$ cat config.mk
export PLATFORM = sky130hd
export DESIGN_NAME = bg_render_top
export DESIGN_NICKNAME = d
export VERILOG_FILES = /design/src/common/bg_pkg.sv /design/src/common/vga_bus.sv /design/src/platforms/platform_regs.sv /design/src/platforms/platform_hit.sv /design/src/design/pixel_stage.sv /design/src/design/color_mux.sv /design/src/design/bg_render_top.sv
export VERILOG_INCLUDE_DIRS = /design/src /design/src/common
export SDC_FILE = /design/constraint.sdc
export NUM_CORES = 1
export LEC_CHECK = 0
export BUFFER_PORTS_ARGS = -buffer_cell sky130_fd_sc_hd__buf_2
export CORE_ASPECT_RATIO = 2
export CORE_UTILIZATION = 35
export DETAILED_ROUTE_END_ITERATION = 8
export HOLD_SLACK_MARGIN = 0.05
export SYNTH_ARGS = -nofsm -noshare
export SYNTH_HDL_FRONTEND = slang
export SYNTH_SLANG_ARGS = --single-unit
$ cat constraint.sdc
create_clock -name clk -period 10.45 [get_ports clk]
set_input_delay 2.6125 -clock clk [delete_from_list [all_inputs] [get_ports clk]]
set_output_delay 2.6125 -clock clk [all_outputs]
set_load 0.005 [all_outputs]
$ cat src/common/bg_consts.svh
`ifndef BG_CONSTS_SVH
`define BG_CONSTS_SVH

// visible area
`define H_PIXELS        1024
`define V_PIXELS        768
`define COUNT_W         11

`define NUM_PLATFORMS   4
`define HORIZON_ROW     550
`define BEVEL_ROWS      3

// 12-bit colours, one nibble per channel
`define COL_BLACK       12'h0_0_0
`define COL_TOP         12'hf_f_0   // yellow
`define COL_BOTTOM      12'hf_0_0   // red
`define COL_LEFT        12'h0_f_0   // green
`define COL_RIGHT       12'h0_0_f   // blue
`define COL_PLATFORM    12'h1_1_1   // dark grey fill
`define COL_GRASS       12'h0_b_0
`define COL_SKY         12'h0_a_f

// apb register map
`define APB_ADDR_W      8
`define APB_DATA_W      32
`define REG_STRIDE      8           // bytes per platform
`define REG_X_OFFSET    0
`define REG_Y_OFFSET    4

// field positions, same for x and y words
`define REG_START_LSB   0
`define REG_END_LSB     16
`define REG_EN_BIT      31          // x word only

`endif

$ cat src/common/bg_pkg.sv
package bg_pkg;

`include "bg_consts.svh"

    // pixel coordinate
    typedef logic [`COUNT_W-1:0] count_t;

    typedef struct packed {
        logic [3:0] r;
        logic [3:0] g;
        logic [3:0] b;
    } rgb_t;

    // one platform as loaded over apb
    typedef struct packed {
        logic   enable;
        count_t x_start;
        count_t x_end;
        count_t y_start;
        count_t y_end;
    } platform_t;

    typedef struct packed {
        logic fill;
        logic bevel;
    } hit_t;

endpackage

$ cat src/common/vga_bus.sv
`timescale 1ns/1ps

interface vga_bus;

    bg_pkg::count_t hcount;
    bg_pkg::count_t vcount;
    logic           hsync;
    logic           vsync;
    logic           hblnk;
    logic           vblnk;

    modport source (
        output hcount, vcount,
        output hsync, vsync,
        output hblnk, vblnk
    );

    modport sink (
        input hcount, vcount,
        input hsync, vsync,
        input hblnk, vblnk
    );

endinterface

$ cat src/platforms/platform_regs.sv
`timescale 1ns/1ps

`include "bg_consts.svh"

module platform_regs (
    input  logic                          clk,
    input  logic                          rst,

    input  logic [`APB_ADDR_W-1:0]        paddr,
    input  logic                          psel,
    input  logic                          penable,
    input  logic                          pwrite,
    input  logic [`APB_DATA_W-1:0]        pwdata,
    output logic [`APB_DATA_W-1:0]        prdata,
    output logic                          pready,
    output logic                          pslverr,

    output bg_pkg::platform_t [`NUM_PLATFORMS-1:0] platforms
);

    localparam int IDX_W = $clog2(`NUM_PLATFORMS);

    logic                   access;
    logic                   addr_ok;
    logic                   sel_y;
    logic [`APB_ADDR_W-1:0] word_idx;
    logic [`APB_ADDR_W-1:0] word_off;
    logic [IDX_W-1:0]       idx;
    logic [`APB_DATA_W-1:0] rd_word;

    assign access   = psel && penable;
    assign word_idx = paddr / `APB_ADDR_W'(`REG_STRIDE);
    assign word_off = paddr % `APB_ADDR_W'(`REG_STRIDE);
    assign idx      = word_idx[IDX_W-1:0];
    assign sel_y    = (word_off == `APB_ADDR_W'(`REG_Y_OFFSET));

    assign addr_ok = (word_idx < `APB_ADDR_W'(`NUM_PLATFORMS)) &&
                     ((word_off == `APB_ADDR_W'(`REG_X_OFFSET)) || sel_y);

    // zero wait states
    assign pready  = access;
    assign pslverr = access && !addr_ok;

    always_ff @(posedge clk) begin
        if (rst) begin
            platforms <= '0;    // all disabled
        end else if (access && pwrite && addr_ok) begin
            if (sel_y) begin
                platforms[idx].y_start <= pwdata[`REG_START_LSB +: `COUNT_W];
                platforms[idx].y_end   <= pwdata[`REG_END_LSB +: `COUNT_W];
            end else begin
                platforms[idx].x_start <= pwdata[`REG_START_LSB +: `COUNT_W];
                platforms[idx].x_end   <= pwdata[`REG_END_LSB +: `COUNT_W];
                platforms[idx].enable  <= pwdata[`REG_EN_BIT];
            end
        end
    end

    // read-back word, unused bits read zero
    always_comb begin
        rd_word = '0;
        if (sel_y) begin
            rd_word[`REG_START_LSB +: `COUNT_W] = platforms[idx].y_start;
            rd_word[`REG_END_LSB +: `COUNT_W]   = platforms[idx].y_end;
        end else begin
            rd_word[`REG_START_LSB +: `COUNT_W] = platforms[idx].x_start;
            rd_word[`REG_END_LSB +: `COUNT_W]   = platforms[idx].x_end;
            rd_word[`REG_EN_BIT]                = platforms[idx].enable;
        end
    end

    assign prdata = (access && addr_ok) ? rd_word : '0;

endmodule

$ cat src/platforms/platform_hit.sv
`timescale 1ns/1ps

`include "bg_consts.svh"

module platform_hit (
    input  logic              clk,
    input  logic              rst,

    vga_bus.sink              pos,
    input  bg_pkg::platform_t platform,
    output bg_pkg::hit_t      hit
);

    // one extra bit so x_end + 3 cannot wrap
    localparam int SUM_W = `COUNT_W + 1;

    logic [SUM_W-1:0] h_w;
    logic [SUM_W-1:0] v_w;
    logic             fill_nxt;
    logic             bevel_nxt;

    assign h_w = {1'b0, pos.hcount};
    assign v_w = {1'b0, pos.vcount};

    assign fill_nxt = platform.enable &&
                      (pos.hcount > platform.x_start) && (pos.hcount < platform.x_end) &&
                      (pos.vcount > platform.y_start) && (pos.vcount < platform.y_end);

    // bevel row k sits k lines above y_start, shifted right by k+1
    always_comb begin
        bevel_nxt = 1'b0;
        for (int k = 0; k < `BEVEL_ROWS; k++) begin
            if ((v_w + SUM_W'(k) == {1'b0, platform.y_start}) &&
                (h_w > {1'b0, platform.x_start} + SUM_W'(k + 1)) &&
                (h_w < {1'b0, platform.x_end} + SUM_W'(k + 1))) begin
                bevel_nxt = platform.enable;
            end
        end
    end

    always_ff @(posedge clk) begin
        if (rst) begin
            hit <= '0;
        end else begin
            hit.fill  <= fill_nxt;
            hit.bevel <= bevel_nxt;
        end
    end

endmodule

$ cat src/design/pixel_stage.sv
`timescale 1ns/1ps

`include "bg_consts.svh"

module pixel_stage (
    input  logic         clk,
    input  logic         rst,

    vga_bus.sink         in_bus,
    vga_bus.source       stage1_bus,
    output bg_pkg::rgb_t base_rgb,
    output logic         fixed
);

    bg_pkg::rgb_t rgb_nxt;
    logic         fixed_nxt;

    always_comb begin
        fixed_nxt = 1'b1;   // blank and frame edges win over platforms
        if (in_bus.hblnk || in_bus.vblnk) begin
            rgb_nxt = `COL_BLACK;
        end else if (in_bus.vcount == '0) begin
            rgb_nxt = `COL_TOP;
        end else if (in_bus.vcount == bg_pkg::count_t'(`V_PIXELS - 1)) begin
            rgb_nxt = `COL_BOTTOM;
        end else if (in_bus.hcount == '0) begin
            rgb_nxt = `COL_LEFT;
        end else if (in_bus.hcount == bg_pkg::count_t'(`H_PIXELS - 1)) begin
            rgb_nxt = `COL_RIGHT;
        end else begin
            fixed_nxt = 1'b0;
            if (in_bus.vcount == bg_pkg::count_t'(`HORIZON_ROW))
                rgb_nxt = `COL_BLACK;       // horizon line
            else if (in_bus.vcount > bg_pkg::count_t'(`HORIZON_ROW))
                rgb_nxt = `COL_GRASS;
            else
                rgb_nxt = `COL_SKY;
        end
    end

    always_ff @(posedge clk) begin
        if (rst) begin
            stage1_bus.hcount <= '0;
            stage1_bus.vcount <= '0;
            stage1_bus.hsync  <= 1'b0;
            stage1_bus.vsync  <= 1'b0;
            stage1_bus.hblnk  <= 1'b0;
            stage1_bus.vblnk  <= 1'b0;
            base_rgb          <= '0;
            fixed             <= 1'b0;
        end else begin
            stage1_bus.hcount <= in_bus.hcount;
            stage1_bus.vcount <= in_bus.vcount;
            stage1_bus.hsync  <= in_bus.hsync;
            stage1_bus.vsync  <= in_bus.vsync;
            stage1_bus.hblnk  <= in_bus.hblnk;
            stage1_bus.vblnk  <= in_bus.vblnk;
            base_rgb          <= rgb_nxt;
            fixed             <= fixed_nxt;
        end
    end

endmodule

$ cat src/design/color_mux.sv
`timescale 1ns/1ps

`include "bg_consts.svh"

module color_mux (
    input  logic                              clk,
    input  logic                              rst,

    vga_bus.sink                              stage1_bus,
    input  bg_pkg::rgb_t                      base_rgb,
    input  logic                              fixed,
    input  bg_pkg::hit_t [`NUM_PLATFORMS-1:0] hits,

    vga_bus.source                            out_bus,
    output bg_pkg::rgb_t                      rgb
);

    bg_pkg::rgb_t base_q;
    logic         fixed_q;
    logic         any_fill;
    logic         any_bevel;

    // same stage as the registered hits
    always_ff @(posedge clk) begin
        if (rst) begin
            out_bus.hcount <= '0;
            out_bus.vcount <= '0;
            out_bus.hsync  <= 1'b0;
            out_bus.vsync  <= 1'b0;
            out_bus.hblnk  <= 1'b0;
            out_bus.vblnk  <= 1'b0;
            base_q         <= '0;
            fixed_q        <= 1'b0;
        end else begin
            out_bus.hcount <= stage1_bus.hcount;
            out_bus.vcount <= stage1_bus.vcount;
            out_bus.hsync  <= stage1_bus.hsync;
            out_bus.vsync  <= stage1_bus.vsync;
            out_bus.hblnk  <= stage1_bus.hblnk;
            out_bus.vblnk  <= stage1_bus.vblnk;
            base_q         <= base_rgb;
            fixed_q        <= fixed;
        end
    end

    always_comb begin
        any_fill  = 1'b0;
        any_bevel = 1'b0;
        for (int i = 0; i < `NUM_PLATFORMS; i++) begin
            any_fill  = any_fill | hits[i].fill;
            any_bevel = any_bevel | hits[i].bevel;
        end
    end

    // fill beats bevel, both lose to fixed pixels
    assign rgb = fixed_q   ? base_q :
                 any_fill  ? bg_pkg::rgb_t'(`COL_PLATFORM) :
                 any_bevel ? bg_pkg::rgb_t'(`COL_BLACK) :
                             base_q;

endmodule

$ cat src/design/bg_render_top.sv
`timescale 1ns/1ps

`include "bg_consts.svh"

module bg_render_top (
    input  logic                   clk,
    input  logic                   rst,

    input  bg_pkg::count_t         in_hcount,
    input  bg_pkg::count_t         in_vcount,
    input  logic                   in_hsync,
    input  logic                   in_vsync,
    input  logic                   in_hblnk,
    input  logic                   in_vblnk,

    output bg_pkg::count_t         out_hcount,
    output bg_pkg::count_t         out_vcount,
    output logic                   out_hsync,
    output logic                   out_vsync,
    output logic                   out_hblnk,
    output logic                   out_vblnk,
    output bg_pkg::rgb_t           out_rgb,

    input  logic [`APB_ADDR_W-1:0] paddr,
    input  logic                   psel,
    input  logic                   penable,
    input  logic                   pwrite,
    input  logic [`APB_DATA_W-1:0] pwdata,
    output logic [`APB_DATA_W-1:0] prdata,
    output logic                   pready,
    output logic                   pslverr
);

    bg_pkg::platform_t [`NUM_PLATFORMS-1:0] platforms;
    bg_pkg::hit_t [`NUM_PLATFORMS-1:0]      hits;
    bg_pkg::rgb_t                           base_rgb;
    logic                                   fixed;

    vga_bus in_bus ();
    vga_bus stage1_bus ();
    vga_bus out_bus ();

    assign in_bus.hcount = in_hcount;
    assign in_bus.vcount = in_vcount;
    assign in_bus.hsync  = in_hsync;
    assign in_bus.vsync  = in_vsync;
    assign in_bus.hblnk  = in_hblnk;
    assign in_bus.vblnk  = in_vblnk;

    assign out_hcount = out_bus.hcount;
    assign out_vcount = out_bus.vcount;
    assign out_hsync  = out_bus.hsync;
    assign out_vsync  = out_bus.vsync;
    assign out_hblnk  = out_bus.hblnk;
    assign out_vblnk  = out_bus.vblnk;

    platform_regs i_platform_regs (
        .clk, .rst,
        .paddr, .psel, .penable, .pwrite, .pwdata,
        .prdata, .pready, .pslverr,
        .platforms
    );

    pixel_stage i_pixel_stage (
        .clk, .rst,
        .in_bus     (in_bus),
        .stage1_bus (stage1_bus),
        .base_rgb, .fixed
    );

    for (genvar i = 0; i < `NUM_PLATFORMS; i++) begin : g_platform
        platform_hit i_platform_hit (
            .clk, .rst,
            .pos      (stage1_bus),
            .platform (platforms[i]),
            .hit      (hits[i])
        );
    end

    color_mux i_color_mux (
        .clk, .rst,
        .stage1_bus (stage1_bus),
        .base_rgb, .fixed, .hits,
        .out_bus    (out_bus),
        .rgb        (out_rgb)
    );

endmodule

**Word level (Yosys, flattened, before mapping)**

Cells that the tools add are included.

- Bits in registers: 266
- Bits of input ports: 71
- Word-level logic and storage cells: 243

- $add $sub $neg: 26
- $lt $le $gt $ge: 44
- Equal/unequal tests: 16
- Multiplexer cells: 48
- Bitwise logic cells: 6
- Reductions and logical operators: 55

Operators by type and width:

| operator | number |
|---|---|
| $bwmux W180 | 5 |
| $demux W45 S2 | 5 |
| $add A11 B2 Y12 const B | 17 |
| $mux W180 | 1 |
| $gt A11 B12 Y1 | 12 |
| $lt A11 B12 Y1 | 12 |
| $add A11 B1 Y12 const B | 9 |
| $eq A12 B11 Y1 | 8 |
| $mux W12 | 8 |
| $bmux W45 S2 | 1 |
| $mux W45 | 2 |
| $gt A11 B11 Y1 | 8 |
| $lt A11 B11 Y1 | 8 |
| $logic_and A1 B1 Y1 | 47 |
| $eq A11 B11 Y1 | 4 |
| $mux W44 | 1 |
| $eq A11 B10 Y1 const B | 3 |
| $mux W11 | 3 |
| $mux W33 | 1 |
| $mux W32 | 1 |
| $logic_not A11 Y1 | 2 |
| $mux W22 | 1 |
| $mux W1 | 18 |
| $gt A11 B10 Y1 const B | 1 |
| 11 further kinds | 17 |

**Depth between registers and ports, before layout**

Gate-level depths: netlist (run 1).

- Depth in word-level cells: 8
- Depth in mapped cells: 15
- Mapped depth without buffers: 14

**Modules after synthesis**

From an unflattened synthesis (run 1), not the netlist that was laid out.

- Cells, all modules: 3041
- Area total of the unflattened synthesis: 26598.0 µm²

Modules (own cells, without submodules):

| module | times used | cells each | area an instance (µm²) | sequential area each (µm²) |
|---|---|---|---|---|
| platform_regs | 1 | 757 | 8727.1 | 3603.5 |
| platform_hit (g_platform[1].i_platform_hit ...) | 2 | 518 | 3922.5 | 40.0 |
| platform_hit (g_platform[3].i_platform_hit) | 1 | 534 | 3937.5 | 40.0 |
| platform_hit (g_platform[0].i_platform_hit) | 1 | 510 | 3843.7 | 40.0 |
| color_mux | 1 | 99 | 1163.6 | 780.7 |
| pixel_stage | 1 | 105 | 1081.0 | 640.6 |

**Worst setup path after synthesis (run 1)**

OpenSTA, ideal clock, no wires.

- Kind: input to output
- Start: input paddr[3]
- End: output prdata[10]
- Arrival time: 4090 ps
- Required time: 7837 ps
- Slack: 3747 ps
- Stages on the path: 5
- Buffers on the path: 2
- Cell sequence: clkbuf_1 > buf_1 > mux4_2 > nand2_1 > a21oi_1

- Cells in the longest elaborated chain, start to end: 4

RTL lines:

| item | RTL line | RTL |
|---|---|---|
| from (decl) | bg_render_top.sv:24 | `` input logic [`APB_ADDR_W-1:0] paddr, `` |
| $lt A5 B3 Y1 or $bmux W45 S2 (tied branches) | platform_regs.sv:37, platform_regs.sv:63, platform_regs.sv:66 |  |
| $logic_and A1 B1 Y1 or $mux W45 (tied branches) | platform_regs.sv:37, platform_regs.sv:63 |  |
| $logic_and A1 B1 Y1 or $mux W11 (tied branches) | platform_regs.sv:72, platform_regs.sv:62 |  |
| $mux W32 (*) | platform_regs.sv:72 | `assign prdata = (access && addr_ok) ? rd_word : '0;` |
| to (decl) | bg_render_top.sv:29 | `` output logic [`APB_DATA_W-1:0] prdata, `` |

Mark *: on every way between the ends. The rest lies on a longest branch, timed or not. The select of a mux whose other input is x is not followed.

**Worst setup path in the final report (run 1)**

- Start: input paddr[4]
- End: output prdata[17]

- Cells in the longest elaborated chain, start to end: 4

RTL lines:

| item | RTL line |
|---|---|
| $lt A5 B3 Y1 or $bmux W45 S2 (tied branches) | platform_regs.sv:37, platform_regs.sv:64, platform_regs.sv:67 |
| $logic_and A1 B1 Y1 or $mux W45 (tied branches) | -- |
| $logic_and A1 B1 Y1 or $mux W11 (tied branches) | platform_regs.sv:72, platform_regs.sv:62 |
| $mux W32 (*) | platform_regs.sv:72 |

Marks and branches as above.

==> impl_metrics.tcl, run 1 <==
set metrics [dict create \
    status "finished, final reports clean" \
    synthCells 3167 \
    first_iter_violations 1926 \
    cp-end-kind "primary output" \
    dp_cells 4050 \
    dp_hpwl_mm 82.05 \
    fmax_mhz 136.3 \
    grt_pass1_wl_mm 155.3 \
    synthTopCellsByCount "515 x nand2_1, 446 x ha_1, 334 x a21oi_1" \
    clock_path_buffers 3 \
    synth-edff-count 0 \
    cts_root_buf "clkbuf_16" \
    min_period_over_period_pct 70.23 \
    rows 137 \
    drtAntennaViolNets 0 \
    worstPathArrival_ps 4730 \
    hold_depth 1 \
    cts_tree "done" \
    setup_viol 0 \
    maxCapViolCount 0 \
    leakage_nw 9.575 \
    slew_violations 0 \
    track_usage_pct 29.62 \
    viasPerCell 5.883 \
    die_area_um2 72150 \
    final_hold_viol_count 0 \
    syn_to_final_growth_pct 8.578 \
    clock_latency_ps 580 \
    powerDensity_nw_per_um2 88.07 \
    multiInputGateArea_um2 18300 \
    required_ps 7840 \
    internal-power_w 0.001630 \
    globalplace.congestion 1.083 \
    numCtsBuffers 25 \
    seq_area_frac_synth_pct 20.30 \
    io_pins 143 \
    synth_top_cell_by_area "ha_1" \
    layout_min_cycle_time_ps 7339 \
    dr.pass1.iters 7 \
    io_buffers 124 \
    post-route-drc-count 0 \
    path_class "primary input to primary output" \
    grt_max_degree 97 \
    pre_cts_slack_ps 3147 \
    antenna_found_initial 1 \
    start_util_pct 35.54 \
    p_sw_share_pct 31.44 \
    pwr-share-seq_pct 41.6 \
    worstHoldPathType "flip-flop to flip-flop" \
    overflow 0 \
    start_kind "primary input" \
    power_frac_comb_pct 19.6 \
    die_h_um 378.9 \
    vias 24080 \
    finalSetupTns_ps 0 \
    syn_avg_cell_area_um2 7.848 \
    cts.clk_slew.worst_paths_ps 60 \
    die_x_um 190.4 \
    yosys_register_bits 252 \
    rsz0062_at_grt "no" \
    slew_headroom_pct 21.11 \
    cts_setup_buffers 0 \
    drive_above_1_share_pct 9.031 \
    synthDistinctLibCells 81 \
    htreeDepth 1 \
    p_switching_w 0.0007471 \
    regArea_um2 5057 \
    tightest_slew_ps 1171 \
    core-area_um2 69940 \
    synthFlopType "dfxtp_1" \
    synth_most_common_cell "nand2_1" \
    wl_per_cell_um 26.39 \
    ff2ff_path_depth 14 \
    fin_skew_ps 22.17 \
    clkPwrFrac_pct 38.8 \
    placed_area_um2 26200 \
    synth_top_area_share_pct 22.45 \
    synth_area_leaders "ha_1 22%, dfxtp_1 20%, xnor2_1 9.3%" \
    nFillCells 7355 \
    cts_hold_repair.buffers 0 \
    cp_max_fo 30 \
    setup_ws_ps 3111 \
    yosys_warnings 0 \
    post_cts_resize_count 0 \
    synth_async_sr_flop_share_pct 0 \
    fin_area_um2 26990 \
    postRouteWirelength_mm 108.0 \
    clock-sinks 252 \
    final_cells 4093 \
    vdd_drop_max_v 0.0001158 \
    nNetsFinal 3691 \
    syn_area_um2 24850 \
    grt_pass1_vias 23973 \
]
worst max-delay path, cell delays in order:
cell     delay (ps)
buf_2           640
buf_4           520
mux4_2          330
nand2_1          60
a21oi_1         340
buf_2           180
layout make-up:
cell class              count  share of cell area (%)
well taps                 903                   4.187
clock buffers              34                   2.592
repair buffers            168                   3.565
diodes                      1                0.009273
multi-input cells        2527                   67.83
clock inverters             8                  0.2967
flip-flops and latches    252                   18.74
inverters                 200                   2.782
power groups by stage:
stage	registers (W)	logic, W	clock network [W]
detailed placement	0.00101	0.000454	0
floorplan	0.00102	0.000269	0
global route	0.000988	0.000504	0.000967
CTS	0.000987	0.000456	0.000935
finish	0.000988	0.000466	0.000923
global placement	0.00101	0.000450	0
routing by layer:
layer	up-vias	global-route usage [%]	wire length, um
met4	2	27.34	11790
met1	11385	30.17	37260
met5	-	0	13
met3	481	3.134	5976
met2	1117	52.54	52990
li1	11095	-	-
cell usage in the layout, fill, tap and decap left out, types with 9 or more instances in the layout:
cell       instances
nor4_1            35
nor3_1            51
inv_1            194
dfxtp_2           10
dfxtp_1          242
or3_1             16
o21a_1            24
a21oi_1          334
nor2_1           134
o31ai_1            9
nand3_1           87
and2_1             9
ha_1             446
buf_2            122
o2111ai_1         16
a21o_1            42
a211oi_1          15
and3_1            18
nand4_1           66
or4_1              9
nand2_1          515
buf_4             45
xor2_1            16
o21bai_1           9
clkbuf_16         25
o21ai_0           79
nor2b_1           88
xnor2_1          263
a2111oi_0         16
conb_1             9
o211ai_1          34
mux4_2            45
nand2b_1          21
state kept, by name, indices dropped and copies added, names as in the netlist, 5 cells and up:
name / cells
i_pixel_stage.stage1_bus.vcount: 11
i_platform_regs.platforms: 180
i_color_mux.out_bus.hcount: 11
i_pixel_stage.base_rgb: 5
i_color_mux.out_bus.vcount: 11
i_color_mux.base_q: 5
i_pixel_stage.stage1_bus.hcount: 11
g_platform.i_platform_hit.hit: 8
through the flow:
step                      util (%)  hold slack [ps]  total power, W
after floorplan                  -            413.8        0.001284
after global placement       37.47            418.4        0.001458
after detailed placement     37.47            423.9        0.001463
after CTS                    38.58            443.2        0.002378
after global routing         38.58            448.0        0.002459
final                        38.59            439.5        0.002377
kinds of logic (layout without fill, tap and decap cells):
logic type / count (synthesis) / in the layout / synth area share [%]
AOI/OAI and AO/OA: 650 / 650 / 15.99
xor gates and xnor gates: 281 / 281 / 9.988
adders and majority gates: 446 / 446 / 22.45
buffers and inverters: 396 / 410 / 6.373
DFF: 252 / 252 / 20.30
muxes: 46 / 46 / 4.123
other: 1 / 10 / 0.01509
and+or+nand+nor: 1095 / 1095 / 20.76
path summary, 6_finish.rpt:
path	startpoint	end	slack (ps)
max reg2reg	i_platform_regs.platforms[80]	g_platform[1].i_platform_hit.hit[0]	6020
min	i_pixel_stage.fixed	i_color_mux.fixed_q	440
max	paddr[4]	prdata[17]	3110
min reg2reg	i_pixel_stage.fixed	i_color_mux.fixed_q	440
Power figures use the tool's default switching activity.
==> inputs of run 2 (changes only) <==
--- a/config.mk
+++ b/config.mk
@@ -6,6 +6,7 @@
 export SDC_FILE = /design/constraint.sdc
 export NUM_CORES = 1
 export LEC_CHECK = 0
+export ABC_AREA = 1
 export BUFFER_PORTS_ARGS = -buffer_cell sky130_fd_sc_hd__buf_2
 export CORE_ASPECT_RATIO = 2
 export CORE_UTILIZATION = 35
==> constraint.sdc (replaced) <==
create_clock -name clk -period 6.6 [get_ports clk]
set_input_delay 1.65 -clock clk [delete_from_list [all_inputs] [get_ports clk]]
set_output_delay 1.65 -clock clk [all_outputs]
set_load 0.005 [all_outputs]
==> run 2 against run 1 <==
  * The flow now finishes with violations (DRC)
  * Global-route usage rose by 1.5 points
  * Register-to-register slack got worse by 3300 ps
  * Worst hold slack got worse by 37 ps
  * Sequential power rose by 57%
  * Cell count rose by 15%
  * Core utilization rose by 0.30 points
  * Die area rose by 0.16%
  * Combinational power rose by 92%
  * Highest routed layer unchanged
==> impl_metrics.tcl, run 2 <==
set metrics [dict create \
    synth_top_cell_by_area "ha_1" \
    cts_setup_buffers 0 \
    start_util_pct 35.25 \
    worstHoldPathType "flip-flop to flip-flop" \
    yosys_register_bits 252 \
    first_iter_violations 2151 \
    synth_async_sr_flop_share_pct 0 \
    internal-power_w 0.002830 \
    wl_per_cell_um 24.31 \
    nNetsFinal 4270 \
    synth-edff-count 0 \
    synthTopCellsByCount "752 x nand2_1, 446 x ha_1, 386 x a21oi_1" \
    track_usage_pct 31.07 \
    die_area_um2 72260 \
    die_h_um 379.2 \
    top_register "i_platform_regs.platforms" \
    htreeDepth 1 \
    grt_pass1_wl_mm 161.8 \
    tightest_slew_ps 1187 \
    finalSetupTns_ps 0 \
    overflow 0 \
    required_ps 4950 \
    setup_ws_ps 826.3 \
    fmax_mhz 173.2 \
    pwr-share-seq_pct 36.6 \
    layout_commonest_cell "nand2_1" \
    grt_util_met2_pct 55.58 \
    core-area_um2 70620 \
    leakage_nw 12.13 \
    p_switching_w 0.001416 \
    final_cells 4688 \
    yosys_warnings 0 \
    cts_root_buf "clkbuf_16" \
    cts.clk_slew.worst_paths_ps 70 \
    setup_viol 0 \
    regArea_um2 5057 \
    path_class "primary input to primary output" \
    maxCapViolCount 0 \
    rsz0062_at_grt "no" \
    dp_hpwl_mm 86.52 \
    p_sw_share_pct 33.34 \
    drtAntennaViolNets 0 \
    cts_tree "done" \
    dr.pass1.iters 9 \
    die_x_um 190.6 \
    worstPathArrival_ps 4120 \
    dp_cells 4632 \
    clkPwrFrac_pct 42.4 \
    vias 26498 \
    synth_most_common_cell "nand2_1" \
    ff2ff_path_depth 19 \
    syn_avg_cell_area_um2 6.770 \
    seq_area_frac_synth_pct 20.26 \
    synthDistinctLibCells 51 \
    violations "DRC" \
    pre_cts_slack_ps 933.5 \
    powerDensity_nw_per_um2 154.6 \
    synthFlopType "dfxtp_1" \
    largest_reg_flops 180 \
    rows 138 \
    final_cell_mix "752 x nand2_1, 446 x ha_1, 386 x a21oi_1" \
    post_cts_resize_count 0 \
    min_period_over_period_pct 87.48 \
    grtUsageMet3_pct 4.660 \
    io_buffers 124 \
    cts_hold_repair.buffers 0 \
    synthCells 3677 \
    vdd_drop_max_v 0.0001797 \
    clock_latency_ps 620 \
    synth_area_leaders "ha_1 22%, dfxtp_1 20%, nand2_1 11%" \
    numCtsBuffers 29 \
    hold_depth 2 \
    cp_max_fo 23 \
    layout_min_cycle_time_ps 5774 \
    syn_to_final_growth_pct 10.31 \
    nFillCells 7546 \
    fin_skew_ps 20.96 \
    slew_violations 0 \
    globalplace.congestion 1.046 \
    power_frac_comb_pct 21.1 \
    grt.busiest_layer "met2" \
    slew_headroom_pct 20.14 \
    viasPerCell 5.652 \
    multiInputGateArea_um2 17900 \
    post-route-drc-count 2 \
    final_hold_viol_count 0 \
    antenna_found_initial 6 \
    io_pins 143 \
    clock-sinks 252 \
    grt_pass1_vias 25104 \
    clock_path_buffers 3 \
    cp-end-kind "primary output" \
    syn_area_um2 24900 \
    postRouteWirelength_mm 114.0 \
    grt_max_degree 78 \
    gr-usage-met1_pct 30.93 \
    drive_above_1_share_pct 7.205 \
    start_kind "primary input" \
    synth_top_area_share_pct 22.42 \
    fin_total_pwr_w 0.004246 \
    status "finished, violations left" \
]
## run 2: cell count changes in the layout (fill, tap and decap cells not counted), sizes merged, moves of 28 or more
cell | before | now
xor2 | 16 | 161
nor2 | 138 | 380
a22oi | 3 | 31
nor2b | 88 | 0
inv | 195 | 372
mux4 | 45 | 0
nand3 | 87 | 213
nand2 | 515 | 766
a21oi | 334 | 386
a21o | 42 | 13
o21ai | 79 | 261
o211ai | 34 | 6
xnor2 | 264 | 12
## run 2: kinds of logic (layout without fill, tap and decap cells)
kind of cell | count (synthesis) | after routing | synth area share (%)
buffers and inverters | 508 | 598 | 7.976
AO/OA/AOI/OAI | 796 | 796 | 17.63
flip-flops | 252 | 252 | 20.26
XOR/XNOR | 173 | 173 | 6.086
adder cells (fa/ha/maj) | 446 | 446 | 22.42
AND/OR/NAND/NOR | 1501 | 1501 | 25.61
other | 1 | 12 | 0.01506
## run 2: stage by stage
| stage | instance area (um^2) | utilization, % | hold slack (ps) |
|---|---|---|---|
| 2_1_floorplan | 24930 | - | 388.3 |
| 3_3_place_gp | 26440 | 37.44 | 388.6 |
| 3_5_place_dp | 26440 | 37.44 | 395.4 |
| 4_1_cts | 27460 | 38.88 | 403.3 |
| 5_1_grt | 27460 | 38.88 | 426.3 |
| 6_report | 27460 | 38.89 | 402.7 |
## run 2: final cells by class
| cell class | count | area share [%] |
|---|---|---|
| multi-input cells | 2925 | 65.19 |
| flip-flops and latches | 252 | 18.42 |
| inverters | 385 | 5.290 |
| well taps | 910 | 4.146 |
| repair buffers | 160 | 3.244 |
| clock buffers | 37 | 3.007 |
| clock inverters | 16 | 0.6834 |
| diodes | 3 | 0.02734 |
## run 2: path summary, 6_finish.rpt
check             slack, ps                             endpoint                      startpoint
hold / removal          400                i_color_mux.base_q[4]       i_pixel_stage.base_rgb[4]
setup / recovery        830                            prdata[7]                        paddr[3]
setup reg to reg       2750  g_platform[3].i_platform_hit.hit[0]  i_platform_regs.platforms[168]
hold reg to reg         400                i_color_mux.base_q[4]       i_pixel_stage.base_rgb[4]
## run 2: critical path, stage by stage
cell	delay, ps
buf_2	130
inv_1	60
nand2_1	260
inv_1	830
buf_4	400
nand2_1	80
a41oi_1	330
nor3_1	170
buf_2	200
## run 2: power by group through the flow
stage | registers (W) | logic (W) | clock network (W)
2_1_floorplan | 0.00161 | 0.000512 | 0
3_3_place_gp | 0.00159 | 0.000849 | 0
3_5_place_dp | 0.00159 | 0.000864 | 0
4_1_cts | 0.00155 | 0.000867 | 0.00182
5_1_grt | 0.00155 | 0.000985 | 0.00187
6_report | 0.00155 | 0.000895 | 0.00180
## run 2: layer usage
layer / vias to the layer above / share of wire (%)
met2: 1211 / 49
met4: 2 / 10
met3: 489 / 6.7
li1: 12594 / -
met1: 12202 / 34
met5: - / 0.0097
